File: config.mk
export PLATFORM = sky130hd
export DESIGN_NAME = edgeDetectUnit
export DESIGN_NICKNAME = d
export VERILOG_FILES = /design/src/common/edgeDetectPkg.sv /design/src/edgeEngine/pixelWindow.sv /design/src/edgeEngine/sobelKernel.sv /design/src/edgeEngine/sobelArray.sv /design/src/design/ciDecoder.sv /design/src/design/resultStage.sv /design/src/design/edgeDetectUnit.sv
export VERILOG_INCLUDE_DIRS = /design/src /design/src/common
export SDC_FILE = /design/constraint.sdc
export NUM_CORES = 1
export LEC_CHECK = 0
export BUFFER_PORTS_ARGS = -buffer_cell sky130_fd_sc_hd__clkbuf_2
export CAP_MARGIN = 20
export CORE_AREA = 8 8 234 236
export CTS_BUF_LIST = sky130_fd_sc_hd__clkbuf_4 sky130_fd_sc_hd__clkbuf_8
export DETAILED_ROUTE_END_ITERATION = 6
export DIE_AREA = 0 0 242 244
export HOLD_SLACK_MARGIN = 0.03
export PLACE_DENSITY = 0.76
export SLEW_MARGIN = 10
export SYNTH_ARGS = -nofsm -noshare
export SYNTH_HDL_FRONTEND = slang
export SYNTH_HIERARCHICAL = 1
export SYNTH_SLANG_ARGS = --single-unit
File: constraint.sdc
create_clock -name clock -period 9.95 [get_ports clock]
set_clock_uncertainty 0.15 [all_clocks]
set_input_delay 1.99 -clock clock [delete_from_list [all_inputs] [get_ports clock]]
set_output_delay 1.99 -clock clock [all_outputs]
set_load 0.02 [all_outputs]
File: src/common/edgeDetect_config.svh
`ifndef EDGE_DETECT_CONFIG_SVH
`define EDGE_DETECT_CONFIG_SVH

// instruction ID answered when the top level is not overridden
`define EDGE_CI_ID_DEFAULT 8'd0

// window geometry
`define EDGE_ROW_WIDTH 8
`define EDGE_ROWS 3
`define EDGE_WINDOW_PIXELS (`EDGE_ROWS * `EDGE_ROW_WIDTH)
`define EDGE_KERNELS 4

// flag positions inside valueB
`define EDGE_REVERSE_BIT 16
`define EDGE_START_BIT 17

`endif

File: src/common/edgeDetectPkg.sv
`include "edgeDetect_config.svh"

package edgeDetectPkg;

    // one grey-scale pixel
    typedef logic [7:0] pixelT;

    // action codes carried in valueB[7:0] when the compute flag is clear
    // codes 7 and up are accepted but do nothing
    typedef enum logic [7:0] {
        loadSlot0    = 8'd0,
        loadSlot1    = 8'd1,
        loadSlot2    = 8'd2,
        loadSlot3    = 8'd3,
        loadSlot4    = 8'd4,
        loadSlot5    = 8'd5,
        setThreshold = 8'd6
    } commandT;

    // slot s covers pixels 4s to 4s+3, row r is slots 2r and 2r+1
    typedef logic [2:0] loadSlotT;

    // kernel k lands in byte k
    typedef pixelT [`EDGE_KERNELS-1:0] edgeWordT;

endpackage

File: src/edgeEngine/pixelWindow.sv
`timescale 1ns/1ps
`include "edgeDetect_config.svh"

module pixelWindow
    import edgeDetectPkg::*;
(
    input  logic        clock,
    input  logic        reset,
    input  logic        loadEnable,
    input  logic        thresholdEnable,
    input  loadSlotT    loadSlot,
    input  logic [31:0] loadData,
    output pixelT       windowPixels [0:`EDGE_WINDOW_PIXELS-1],
    output pixelT       threshold
);

    // ====================
    // pixel store
    // ====================

    // pixel index is {slot, byte}, so byte b of loadData goes to 4*slot + b
    always_ff @(posedge clock) begin
        if (reset) begin
            for (int p = 0; p < `EDGE_WINDOW_PIXELS; p++) begin
                windowPixels[p] <= '0;
            end
        end else if (loadEnable) begin
            for (int b = 0; b < 4; b++) begin
                windowPixels[{loadSlot, 2'(b)}] <= loadData[8*b +: 8];
            end
        end
    end

    // ====================
    // threshold register
    // ====================

    always_ff @(posedge clock) begin
        if (reset) begin
            threshold <= '0;
        end else if (thresholdEnable) begin
            threshold <= loadData[7:0];
        end
    end

endmodule

File: src/edgeEngine/sobelKernel.sv
`timescale 1ns/1ps

module sobelKernel
    import edgeDetectPkg::*;
(
    input  pixelT window [0:8],
    input  pixelT threshold,
    output pixelT edgeValue
);

    // each weighted sum is at most 4 * 255, so 10 bits hold it
    logic [9:0]         gxRight;
    logic [9:0]         gxLeft;
    logic [9:0]         gyBottom;
    logic [9:0]         gyTop;
    logic signed [10:0] gx;
    logic signed [10:0] gy;
    logic [9:0]         absGx;
    logic [9:0]         absGy;
    logic [10:0]        magnitude;
    pixelT              saturated;

    // window is taken row by row, p0 top left to p8 bottom right
    assign gxRight  = {2'b0, window[2]} + {1'b0, window[5], 1'b0} + {2'b0, window[8]};
    assign gxLeft   = {2'b0, window[0]} + {1'b0, window[3], 1'b0} + {2'b0, window[6]};
    assign gyBottom = {2'b0, window[6]} + {1'b0, window[7], 1'b0} + {2'b0, window[8]};
    assign gyTop    = {2'b0, window[0]} + {1'b0, window[1], 1'b0} + {2'b0, window[2]};

    assign gx = $signed({1'b0, gxRight}) - $signed({1'b0, gxLeft});
    assign gy = $signed({1'b0, gyBottom}) - $signed({1'b0, gyTop});

    assign absGx = gx[10] ? 10'(-gx) : 10'(gx);
    assign absGy = gy[10] ? 10'(-gy) : 10'(gy);

    assign magnitude = {1'b0, absGx} + {1'b0, absGy};

    // clip to the pixel range
    assign saturated = (magnitude > 11'd255) ? 8'hff : magnitude[7:0];

    // only edges strictly above the threshold survive
    assign edgeValue = (saturated > threshold) ? saturated : '0;

endmodule

File: src/edgeEngine/sobelArray.sv
`timescale 1ns/1ps
`include "edgeDetect_config.svh"

module sobelArray
    import edgeDetectPkg::*;
(
    input  pixelT    windowPixels [0:`EDGE_WINDOW_PIXELS-1],
    input  pixelT    threshold,
    input  logic     reverse,
    output edgeWordT edgeWord
);

    localparam int rowWidth  = `EDGE_ROW_WIDTH;
    localparam int halfShift = `EDGE_ROW_WIDTH / 2;

    pixelT rotated [0:`EDGE_WINDOW_PIXELS-1];

    // ====================
    // column rotation
    // ====================

    // with reverse set, column c of each row reads stored column (c+4) mod 8
    for (genvar p = 0; p < `EDGE_WINDOW_PIXELS; p++) begin : gRotate
        localparam int row    = p / rowWidth;
        localparam int column = p % rowWidth;
        localparam int source = row * rowWidth + (column + halfShift) % rowWidth;

        assign rotated[p] = reverse ? windowPixels[source] : windowPixels[p];
    end

    // ====================
    // kernels
    // ====================

    for (genvar k = 0; k < `EDGE_KERNELS; k++) begin : gKernel
        pixelT kernelWindow [0:8];

        // kernel k covers columns k to k+2 of all three rows
        for (genvar r = 0; r < `EDGE_ROWS; r++) begin : gRow
            for (genvar j = 0; j < 3; j++) begin : gColumn
                assign kernelWindow[r*3 + j] = rotated[r*rowWidth + k + j];
            end
        end

        sobelKernel kernel_i (
            .window    (kernelWindow),
            .threshold (threshold),
            .edgeValue (edgeWord[k])
        );
    end

endmodule

File: src/design/ciDecoder.sv
`timescale 1ns/1ps
`include "edgeDetect_config.svh"

module ciDecoder
    import edgeDetectPkg::*;
#(
    parameter logic [7:0] customInstructionId = `EDGE_CI_ID_DEFAULT
) (
    input  logic        start,
    input  logic [7:0]  ciN,
    input  logic [31:0] valueA,
    input  logic [31:0] valueB,
    output logic        loadEnable,
    output logic        thresholdEnable,
    output logic        computeEnable,
    output logic        commandDone,
    output logic        reverse,
    output loadSlotT    loadSlot,
    output logic [31:0] loadData
);

    logic    matched;
    logic    computeFlag;
    commandT command;
    logic    isSlotCode;
    logic    isThresholdCode;

    // a command is ours only in its start cycle and with our ID
    assign matched     = start && (ciN == customInstructionId);
    assign computeFlag = valueB[`EDGE_START_BIT];
    assign command     = commandT'(valueB[7:0]);

    always_comb begin
        isSlotCode      = 1'b0;
        isThresholdCode = 1'b0;
        case (command)
            loadSlot0, loadSlot1, loadSlot2,
            loadSlot3, loadSlot4, loadSlot5: isSlotCode = 1'b1;
            setThreshold:                    isThresholdCode = 1'b1;
            default:                         ;
        endcase
    end

    // a compute never writes, whatever the low byte holds
    assign loadEnable      = matched && !computeFlag && isSlotCode;
    assign thresholdEnable = matched && !computeFlag && isThresholdCode;
    assign computeEnable   = matched && computeFlag;
    assign commandDone     = matched && !computeFlag;

    assign reverse  = valueB[`EDGE_REVERSE_BIT];
    assign loadSlot = loadSlotT'(valueB[2:0]);
    assign loadData = valueA;

endmodule

File: src/design/resultStage.sv
`timescale 1ns/1ps

module resultStage
    import edgeDetectPkg::*;
(
    input  logic     clock,
    input  logic     reset,
    input  logic     computeEnable,
    input  logic     commandDone,
    input  edgeWordT edgeWord,
    output logic     done,
    output edgeWordT result
);

    logic     resultValid;
    edgeWordT capturedWord;

    always_ff @(posedge clock) begin
        if (reset) begin
            resultValid <= 1'b0;
        end else begin
            resultValid <= computeEnable;
        end
    end

    // sampled in the start cycle so later loads cannot disturb it
    always_ff @(posedge clock) begin
        if (computeEnable) begin
            capturedWord <= edgeWord;
        end
    end

    // a load right after a compute shares the compute's done cycle
    assign done   = commandDone | resultValid;
    assign result = resultValid ? capturedWord : '0;

endmodule

File: src/design/edgeDetectUnit.sv
`timescale 1ns/1ps
`include "edgeDetect_config.svh"

module edgeDetectUnit
    import edgeDetectPkg::*;
#(
    parameter logic [7:0] customInstructionId = `EDGE_CI_ID_DEFAULT
) (
    input  logic        clock,
    input  logic        reset,
    input  logic        start,
    input  logic [7:0]  ciN,
    input  logic [31:0] valueA,
    input  logic [31:0] valueB,
    output logic        done,
    output edgeWordT    result
);

    logic        loadEnable;
    logic        thresholdEnable;
    logic        computeEnable;
    logic        commandDone;
    logic        reverse;
    loadSlotT    loadSlot;
    logic [31:0] loadData;
    pixelT       windowPixels [0:`EDGE_WINDOW_PIXELS-1];
    pixelT       threshold;
    edgeWordT    edgeWord;

    // ====================
    // decode
    // ====================

    ciDecoder #(
        .customInstructionId (customInstructionId)
    ) decoder_i (
        .start           (start),
        .ciN             (ciN),
        .valueA          (valueA),
        .valueB          (valueB),
        .loadEnable      (loadEnable),
        .thresholdEnable (thresholdEnable),
        .computeEnable   (computeEnable),
        .commandDone     (commandDone),
        .reverse         (reverse),
        .loadSlot        (loadSlot),
        .loadData        (loadData)
    );

    // ====================
    // execute
    // ====================

    pixelWindow window_i (
        .clock           (clock),
        .reset           (reset),
        .loadEnable      (loadEnable),
        .thresholdEnable (thresholdEnable),
        .loadSlot        (loadSlot),
        .loadData        (loadData),
        .windowPixels    (windowPixels),
        .threshold       (threshold)
    );

    sobelArray array_i (
        .windowPixels (windowPixels),
        .threshold    (threshold),
        .reverse      (reverse),
        .edgeWord     (edgeWord)
    );

    // ====================
    // result
    // ====================

    resultStage result_i (
        .clock         (clock),
        .reset         (reset),
        .computeEnable (computeEnable),
        .commandDone   (commandDone),
        .edgeWord      (edgeWord),
        .done          (done),
        .result        (result)
    );

endmodule

==> out/metrics.cfg, run 1 <==
[sta]
grt_setup_unrepaired=no
fin_crit_ps=9180
finalCritPeriodShare_pct=92.3
hold_slack_ps=321
finalSetupViolCount=0
max-slew-margin-rel_pct=24.8
max_freq_ghz=0.109
tightest_slew_ps=1130
fin_setup_tns_ps=0
finalHoldViolCount=0
maxSlewViolCount=0

[pwr]
powerDensity_mw_per_mm2=76.8
finalPower_w=0.00209
peakVddDrop_v=0.0000687
p_leak_nw=12.9

[synth]
yosysWarningCount=6
synth-edff-count=32
syn-num-nets=3162
yosysTopAreaCellShare_pct=20.0
synth.avg_cell_area_um2=9.50
synthFlopType=dfxtp_1
synth_cells=2659
ys_seq_elements=233
yosysSeqAreaShare_pct=19.7
synth_cell_types=79
async_reset_ff_share_pct=0
post-synth-top-area-cell=fa_1
netlist_area_mm2=0.0253
synthTopCellsByArea=fa_1 20%, dfxtp_1 16%, ha_1 8.7%

[grt]
antenna_found_initial=0
overflow=0
busiest_layer=met2
use_met2_pct=36.3
grt_pass1_vias=19034
grt_max_degree=124
grt_pass1_wl_um=102000
grt_use_total_pct=21.7
use_met1_pct=27.1
use_met3_pct=4.34

[place]
place_area_mm2=0.0262
numPortBuffers=85
gp_congestion=0.965
hpwl_um=52200

[die]
core-area_mm2=0.0509
die_area_mm2=0.0590
die_y_um=244
row_count=83
start_util_pct=49.7
io_pins=108
die_w_um=242

[final_layout]
area_growth_pct=7.58
nFillCells=4513
drive_above_1_share_pct=15.5
multi_input_area_mm2=0.0176
seq_area_mm2=0.00498
final_util_pct=53.4
diodes=0
fin_area_mm2=0.0272
nNetsFinal=3217

[job]
max_cap_violations=0

[clocking]
cts_buffer_depth=3
numCtsBuffers=43
htree_num_levels=2
insertion_delay_ps=640
cts_setup_buffers=0
cts_resized=0
cts_tree=yes
postCtsHoldBufs=0
cts.sinks=233
clk_pin_slew_ps=60
root_buffer=clkbuf_8

[route]
wl_per_cell_um=18.9
detail-route-antenna-nets=0
num_vias=18128
viasPerCell=5.29
drt_iter0_drc=990
wirelength_um=64900
route.detailed.drc=0
drt_pass1_iterations=7

[worst_hold_path]
hp-class=flop to flop
hold_depth=2

[setup_path]
r2r_start=window_i/windowPixels[136]
critPathSlowestCell=fa_1
r2r-end=result_i/capturedWord[16]
cp.required_ps=10140
worst-path-max-fanout=21
arrival_ps=9370
r2r_slack_ps=2450
end_kind=flop
path_class=primary input to flop
rr_worst_depth=31
startpoint=valueB[16]
critPathMaxStageDelay_ps=530
critPathCapture=result_i/capturedWord[11]
critPathLaunchType=primary input

[status]
status=finished, final reports clean

-- worst min-delay path by stage --
stage                               start                          to  slack (ps)
2_1_floorplan  window_i/windowPixels[167]  window_i/windowPixels[167]         300
3_3_place_gp   window_i/windowPixels[168]  window_i/windowPixels[168]         310
3_5_place_dp   window_i/windowPixels[161]  window_i/windowPixels[161]         310
4_1_cts        window_i/windowPixels[175]  window_i/windowPixels[175]         320
5_1_grt        window_i/windowPixels[163]  window_i/windowPixels[163]         340
6_report       window_i/windowPixels[175]  window_i/windowPixels[175]         320
-- critical path: cells and delay by family --
family / cells / cell delay (ps)
buffers and inverters: 4 / 770
adders and majority gates: 6 / 2490
muxes: 1 / 460
and+or+nand+nor: 4 / 440
AOI/OAI and AO/OA: 14 / 3190
-- power breakdown --
group	internal, W	total, W	switching [W]
combinational	0.0000417	0.0000921	0.0000503
clock	0.000615	0.00105	0.000431
sequential	0.000951	0.000951	0.0000000387
total	0.00161	0.00209	0.000481
-- placed cells by master, fill, tap and decap left out, drive strengths merged, types with 22 or more instances in the layout --
| master | instances |
|---|---|
| nor2 | 94 |
| nand2b | 243 |
| nor2b | 22 |
| a21oi | 92 |
| ha | 176 |
| nand2 | 70 |
| mux2i | 200 |
| mux2 | 148 |
| nor3 | 28 |
| o21ai | 68 |
| buf | 35 |
| xor2 | 53 |
| and2 | 35 |
| clkbuf | 153 |
| inv | 559 |
| fa | 252 |
| edfxtp | 32 |
| dfxtp | 201 |
| xnor2 | 79 |
-- flip-flops by register name, indices dropped and copies added, names as in the netlist --
signal and cells:
window_i/threshold 8, result_i/capturedWord 32, window_i/windowPixels 192, result_i/resultValid 1
-- kinds of logic (layout without fill, tap and decap cells) --
logic type | after synthesis | after routing | synth area share [%]
buffers and inverters | 665 | 753 | 11.0
AND/OR/NAND/NOR | 566 | 566 | 12.8
adder cells (fa/ha/maj) | 428 | 428 | 28.7
multiplexers | 348 | 348 | 15.4
AO/OA/AOI/OAI | 287 | 287 | 7.85
flip-flops | 233 | 233 | 19.7
XOR/XNOR | 132 | 132 | 4.57
-- routing by layer --
metal  share of wire, %  routed length (um)
met5                  0                   0
met4                4.5                2900
met3                6.0                3920
met2                 47               30300
met1                 43               27800
-- cells in the mapped netlist, types with 4 or more instances --
library cell / n
or2_2: 6
nand4_1: 6
dfxtp_1: 201
a211oi_2: 6
nor4_1: 5
xor2_1: 53
buf_6: 12
nor2_1: 94
ha_1: 176
edfxtp_1: 32
mux2i_1: 200
nand3_1: 16
a2111oi_0: 4
nand2b_1: 243
inv_1: 557
a22o_1: 4
and2_2: 32
buf_4: 38
a31oi_1: 10
o41ai_2: 4
and3_1: 9
clkbuf_1: 26
a21oi_1: 90
nor2b_1: 22
o21ai_0: 62
nor3_1: 26
fa_1: 252
xnor2_1: 79
a21o_1: 16
a211oi_1: 5
o31ai_1: 8
o21a_1: 17
mux2_4: 60
mux2_2: 88
o21bai_1: 18
nand2_1: 70
buf_2: 29
a31o_2: 4
-- metrics by stage --
stage | instances | worst slack, ps
after global routing | 3427 | 283
after CTS | 3425 | 869
after detailed placement | 3347 | 217
after floorplan | 2659 | 534
after global placement | 3347 | 417
final | 3427 | 768
-- layout make-up --
| type | count | share of cell area (%) |
|---|---|---|
| Clock buffer | 70 | 3.11 |
| Clock inverter | 8 | 0.442 |
| Inverter | 557 | 7.69 |
| Multi-Input combinational cell | 1761 | 64.6 |
| Sequential cell | 233 | 18.3 |
| Tap cell | 680 | 3.13 |
| Timing Repair Buffer | 118 | 2.68 |
No activity file was read; power rests on OpenSTA's default activity.
==> run 2: changes to the inputs <==
CTS_BUF_LIST = sky130_fd_sc_hd__clkbuf_4 sky130_fd_sc_hd__clkbuf_8 sky130_fd_sc_hd__clkbuf_16   (was sky130_fd_sc_hd__clkbuf_4 sky130_fd_sc_hd__clkbuf_8)
==> run 2 against run 1 <==
Against the previous run:
- register-to-register slack got worse by 40 ps
- fmax is 1.4% lower
- routed wire length is 1.0% lower
- count of clock-buffer cells in the layout down 33
- global-route usage fell by 0.28 points
- critical endpoint is now result_i/capturedWord[10]
- largest cell class unchanged
- largest power group unchanged
==> out/metrics.cfg, run 2 (synthesis gave the netlist of run 1 again) <==
[status]
status=finished, final reports clean

[final_layout]
area_growth_pct=7.44
final_cell_mix=557 x inv_1, 252 x fa_1, 243 x nand2b_1, 201 x dfxtp_1, 200 x mux2i_1
largest_register=window_i/windowPixels
final_cells=3399
nFillCells=4510
multi_input_area_mm2=0.0176
drive_above_1_share_pct=14.7
nNetsFinal=3201
seq_area_mm2=0.00498
largest_register_ffs=192
final_util_pct=53.4
largest_registers=window_i/windowPixels x192, result_i/capturedWord x32, window_i/threshold x8
final_common_cell=inv_1
diodes=0

[sta]
hold_slack_ps=319
tightest_slew_ps=1110
max-slew-margin-rel_pct=26.0
max_freq_ghz=0.107
finalSetupViolCount=0
finalCritPeriodShare_pct=93.6
finalHoldViolCount=0
grt_setup_unrepaired=no
setup_ws_ps=636
fin_crit_ps=9310
fin_setup_tns_ps=0
maxSlewViolCount=0

[die]
die_area_mm2=0.0590
start_util_pct=49.7
core-area_mm2=0.0509
row_count=83
io_pins=108
die_w_um=242
die_y_um=244

[pwr]
p_leak_nw=12.8
powerDensity_mw_per_mm2=76.7
peakVddDrop_v=0.000114

[clocking]
clk_pin_slew_ps=60
cts.sinks=233
cts_resized=0
htree_num_levels=1
cts_tree=yes
numCtsBuffers=27
insertion_delay_ps=590
cts_buffer_depth=3
root_buffer=clkbuf_16
postCtsHoldBufs=0
cts_setup_buffers=0

[setup_path]
worst-path-max-fanout=38
critPathSlowestCell=fa_1
critPathMaxStageDelay_ps=620
path_class=primary input to flop
cp.required_ps=10100
critPathLaunchType=primary input
arrival_ps=9470
end_kind=flop

[job]
max_cap_violations=0

[grt]
antenna_found_initial=0
grt_use_total_pct=21.4
grt_max_degree=124
overflow=0
grt_pass1_wl_um=102000
grt_pass1_vias=18832

[place]
numPortBuffers=85
dp_cells=3347
hpwl_um=52200
place_ws_ps=217
gp_congestion=0.965

[route]
route.detailed.drc=0
wl_per_cell_um=18.9
wirelength_um=64200
viasPerCell=5.27
num_vias=17911
drt_pass1_iterations=5
detail-route-antenna-nets=0
drt_iter0_drc=1111

[worst_hold_path]
hp-class=flop to flop

run 2: changes by cell type in the layout (fill, tap and decap cells not counted):
cell | previous run | this run
clkbuf_16 | 0 | 28
clkinv_1 | 2 | 0
clkbuf_4 | 19 | 5
clkinvlp_4 | 0 | 1
inv_8 | 1 | 0
bufinv_16 | 3 | 2
inv_16 | 0 | 1
clkinv_2 | 1 | 8
clkbuf_8 | 51 | 4
run 2: layout make-up:
cell class | count | area share, %
Sequential cell | 233 | 18.4
Timing Repair Buffer | 118 | 2.69
Clock inverter | 13 | 0.493
Inverter | 557 | 7.70
Clock buffer | 37 | 2.92
Tap cell | 680 | 3.13
Multi-Input combinational cell | 1761 | 64.7
run 2: path summary, 6_finish.rpt:
| kind | cells after the start | slack [ps] | start | endpoint |
|---|---|---|---|---|
| setup / recovery | 30 | 640 | valueB[16] | result_i/capturedWord[10] |
| hold / removal | 2 | 320 | window_i/windowPixels[163] | window_i/windowPixels[163] |
| setup reg to reg | 28 | 2410 | window_i/windowPixels[170] | result_i/capturedWord[10] |
| hold reg to reg | 2 | 320 | window_i/windowPixels[163] | window_i/windowPixels[163] |
run 2: critical path, delay by kind of cell:
family / cells / cell delay, ps
compound gates: 13 / 2880
fa+ha+maj: 6 / 2400
buf+inv: 6 / 1000
mux: 2 / 810
simple gates: 3 / 360
run 2: per-stage QoR:
step           total power [W]  cell area [um2]
6_report               0.00208            27200
4_1_cts                0.00211            27100
5_1_grt                0.00214            27200
2_1_floorplan          0.00104            25300
3_5_place_dp           0.00106            26200
3_3_place_gp           0.00106            26200
run 2: power by group:
part,leakage (nW),switching (W),internal (W)
logic,10.5,0.0000502,0.0000417
registers,1.84,0.0000000383,0.000951
clock network,0.471,0.000428,0.000612
run 2: per-layer routing:
metal | track usage, % | wire [um] | vias up
li1 | - | - | 8529
met1 | 27.6 | 27900 | 8777
met2 | 36.3 | 30100 | 468
met3 | 2.83 | 3400 | 137
met4 | 8.42 | 2840 | 0
met5 | 0 | 0 | -
==> run 3: changes to the inputs <==
PLACE_DENSITY = 0.73   (was 0.76)
clock period = 11.5 ns   (was 9.95 ns; I/O delays follow)
==> run 3 against run 2 <==
Against the previous run:
- largest cell class unchanged
- first-iteration DRC count is 9.1% lower
- clock power down 15%
- worst setup slack better by 710 ps
- global-route usage rose by 0.20 points
- register-to-register slack gained 1100 ps
- non-clock buffer count down 15
- utilization shrank 0.25 points
==> out/metrics.cfg, run 3 (synthesis gave the netlist of run 1 again) <==
[sta]
maxSlewViolCount=0
tightest_slew_ps=1100
hold_slack_ps=321
fin_crit_ps=10150
fin_setup_tns_ps=0
finalHoldViolCount=0
max-slew-margin-rel_pct=26.7
grt_setup_unrepaired=no
finalSetupViolCount=0
max_freq_ghz=0.0985
finalCritPeriodShare_pct=88.3

[clocking]
cts.sinks=233
cts_setup_buffers=0
cts_tree=yes
postCtsHoldBufs=0
root_buffer=clkbuf_16
htree_num_levels=1
insertion_delay_ps=590
clk_pin_slew_ps=60
cts_resized=0
cts_buffer_depth=3
numCtsBuffers=28

[final_layout]
nFillCells=4604
drive_above_1_share_pct=14.2
largest_register=window_i/windowPixels
largest_registers=window_i/windowPixels x192, result_i/capturedWord x32, window_i/threshold x8
area_growth_pct=6.94
final_common_cell=inv_1
final_util_pct=53.1
diodes=0
final_cell_mix=557 x inv_1, 252 x fa_1, 243 x nand2b_1, 201 x dfxtp_1, 200 x mux2i_1
largest_register_ffs=192
nNetsFinal=3187

[grt]
grt_max_degree=127
grt_use_total_pct=21.6
grt_pass1_wl_um=102000
grt_pass1_vias=18844
antenna_found_initial=1
use_met2_pct=36.6
use_met1_pct=28.0
busiest_layer=met2
overflow=0
use_met3_pct=2.82

[pwr]
p_int_w=0.00137
pwr-share-seq_pct=46.1
powerDensity_mw_per_mm2=66.0
p_leak_nw=12.8
p_sw_w=0.000416
comb_power_share_pct=4.3
p_sw_share_pct=23.3
p_clk_share_pct=49.6
peakVddDrop_v=0.000132

[setup_path]
path_class=primary input to flop
path_delay_family=adder cells
critPathMaxStageDelay_ps=680
critPathLaunchType=primary input
worst-path-max-fanout=48
critPathSlowestCell=nor4_1
arrival_ps=10320
cp_num_buf_inv=5
cpMostUsedCell=fa_1
end_kind=flop
cp.required_ps=11660

[die]
die_y_um=244
io_pins=108
start_util_pct=49.7
core-area_mm2=0.0509
row_count=83
die_w_um=242
die_area_mm2=0.0590

[route]
wirelength_um=64900
drt_pass1_iterations=5
num_vias=17867
detail-route-antenna-nets=0
wl_per_cell_um=19.2
route.detailed.drc=0
drt_iter0_drc=1010
viasPerCell=5.28

[status]
status=finished, final reports clean

[worst_hold_path]
hp-class=flop to flop

[place]
gp_congestion=0.961
hpwl_um=52200
numPortBuffers=85

[job]
max_cap_violations=0

==> run 3: changes by cell type in the layout (fill, tap and decap cells not counted), moves of 2 or more <==
cell       delta
buf_4        -14
clkinv_2      -4
bufinv_16     -2
clkbuf_16     +2
==> run 3: tightest hold or removal path: stages, from the launching register on <==
cell and delay, ps:
dfxtp_1 310, nand2b_1 60, mux2i_1 50
==> run 3: worst paths after layout <==
path,start,endpoint,slack [ps],cells after the start
hold / removal,window_i/windowPixels[166],window_i/windowPixels[166],320,2
setup / recovery,valueB[16],result_i/capturedWord[28],1350,29
hold reg to reg,window_i/windowPixels[166],window_i/windowPixels[166],320,2
setup reg to reg,window_i/windowPixels[16],result_i/capturedWord[28],3520,29
==> run 3: stage by stage <==
step | power [W] | setup slack (ps) | instance area [um2] | instances
2_1_floorplan | 0.000902 | 1770 | 25300 | 2659
3_3_place_gp | 0.000915 | 1050 | 26100 | 3332
3_5_place_dp | 0.000918 | 886 | 26100 | 3332
4_1_cts | 0.00180 | 1490 | 27000 | 3380
5_1_grt | 0.00184 | 924 | 27000 | 3382
6_report | 0.00178 | 1350 | 27000 | 3382
==> run 3: layout make-up <==
| type | instances | area (um2) | share of cell area, % |
|---|---|---|---|
| Clock buffer | 38 | 836 | 3.09 |
| Clock inverter | 10 | 90.1 | 0.333 |
| Inverter | 557 | 2090 | 7.74 |
| Multi-Input combinational cell | 1761 | 17600 | 65.0 |
| Sequential cell | 233 | 4980 | 18.4 |
| Tap cell | 680 | 851 | 3.15 |
| Timing Repair Buffer | 103 | 604 | 2.24 |
==> run 3: power by group through the flow <==
stage	clock, W	combinational, W	sequential [W]
floorplan	0	0.0000614	0.000841
global placement	0	0.0000745	0.000841
detailed placement	0	0.0000770	0.000841
CTS	0.000901	0.0000772	0.000823
global route	0.000934	0.0000817	0.000822
finish	0.000884	0.0000767	0.000823
==> run 3: layer usage <==
metal	wire length, um	part of all wire (%)
met1	28600	44
met2	30300	47
met3	3110	4.8
met4	2810	4.3
met5	10	0.015
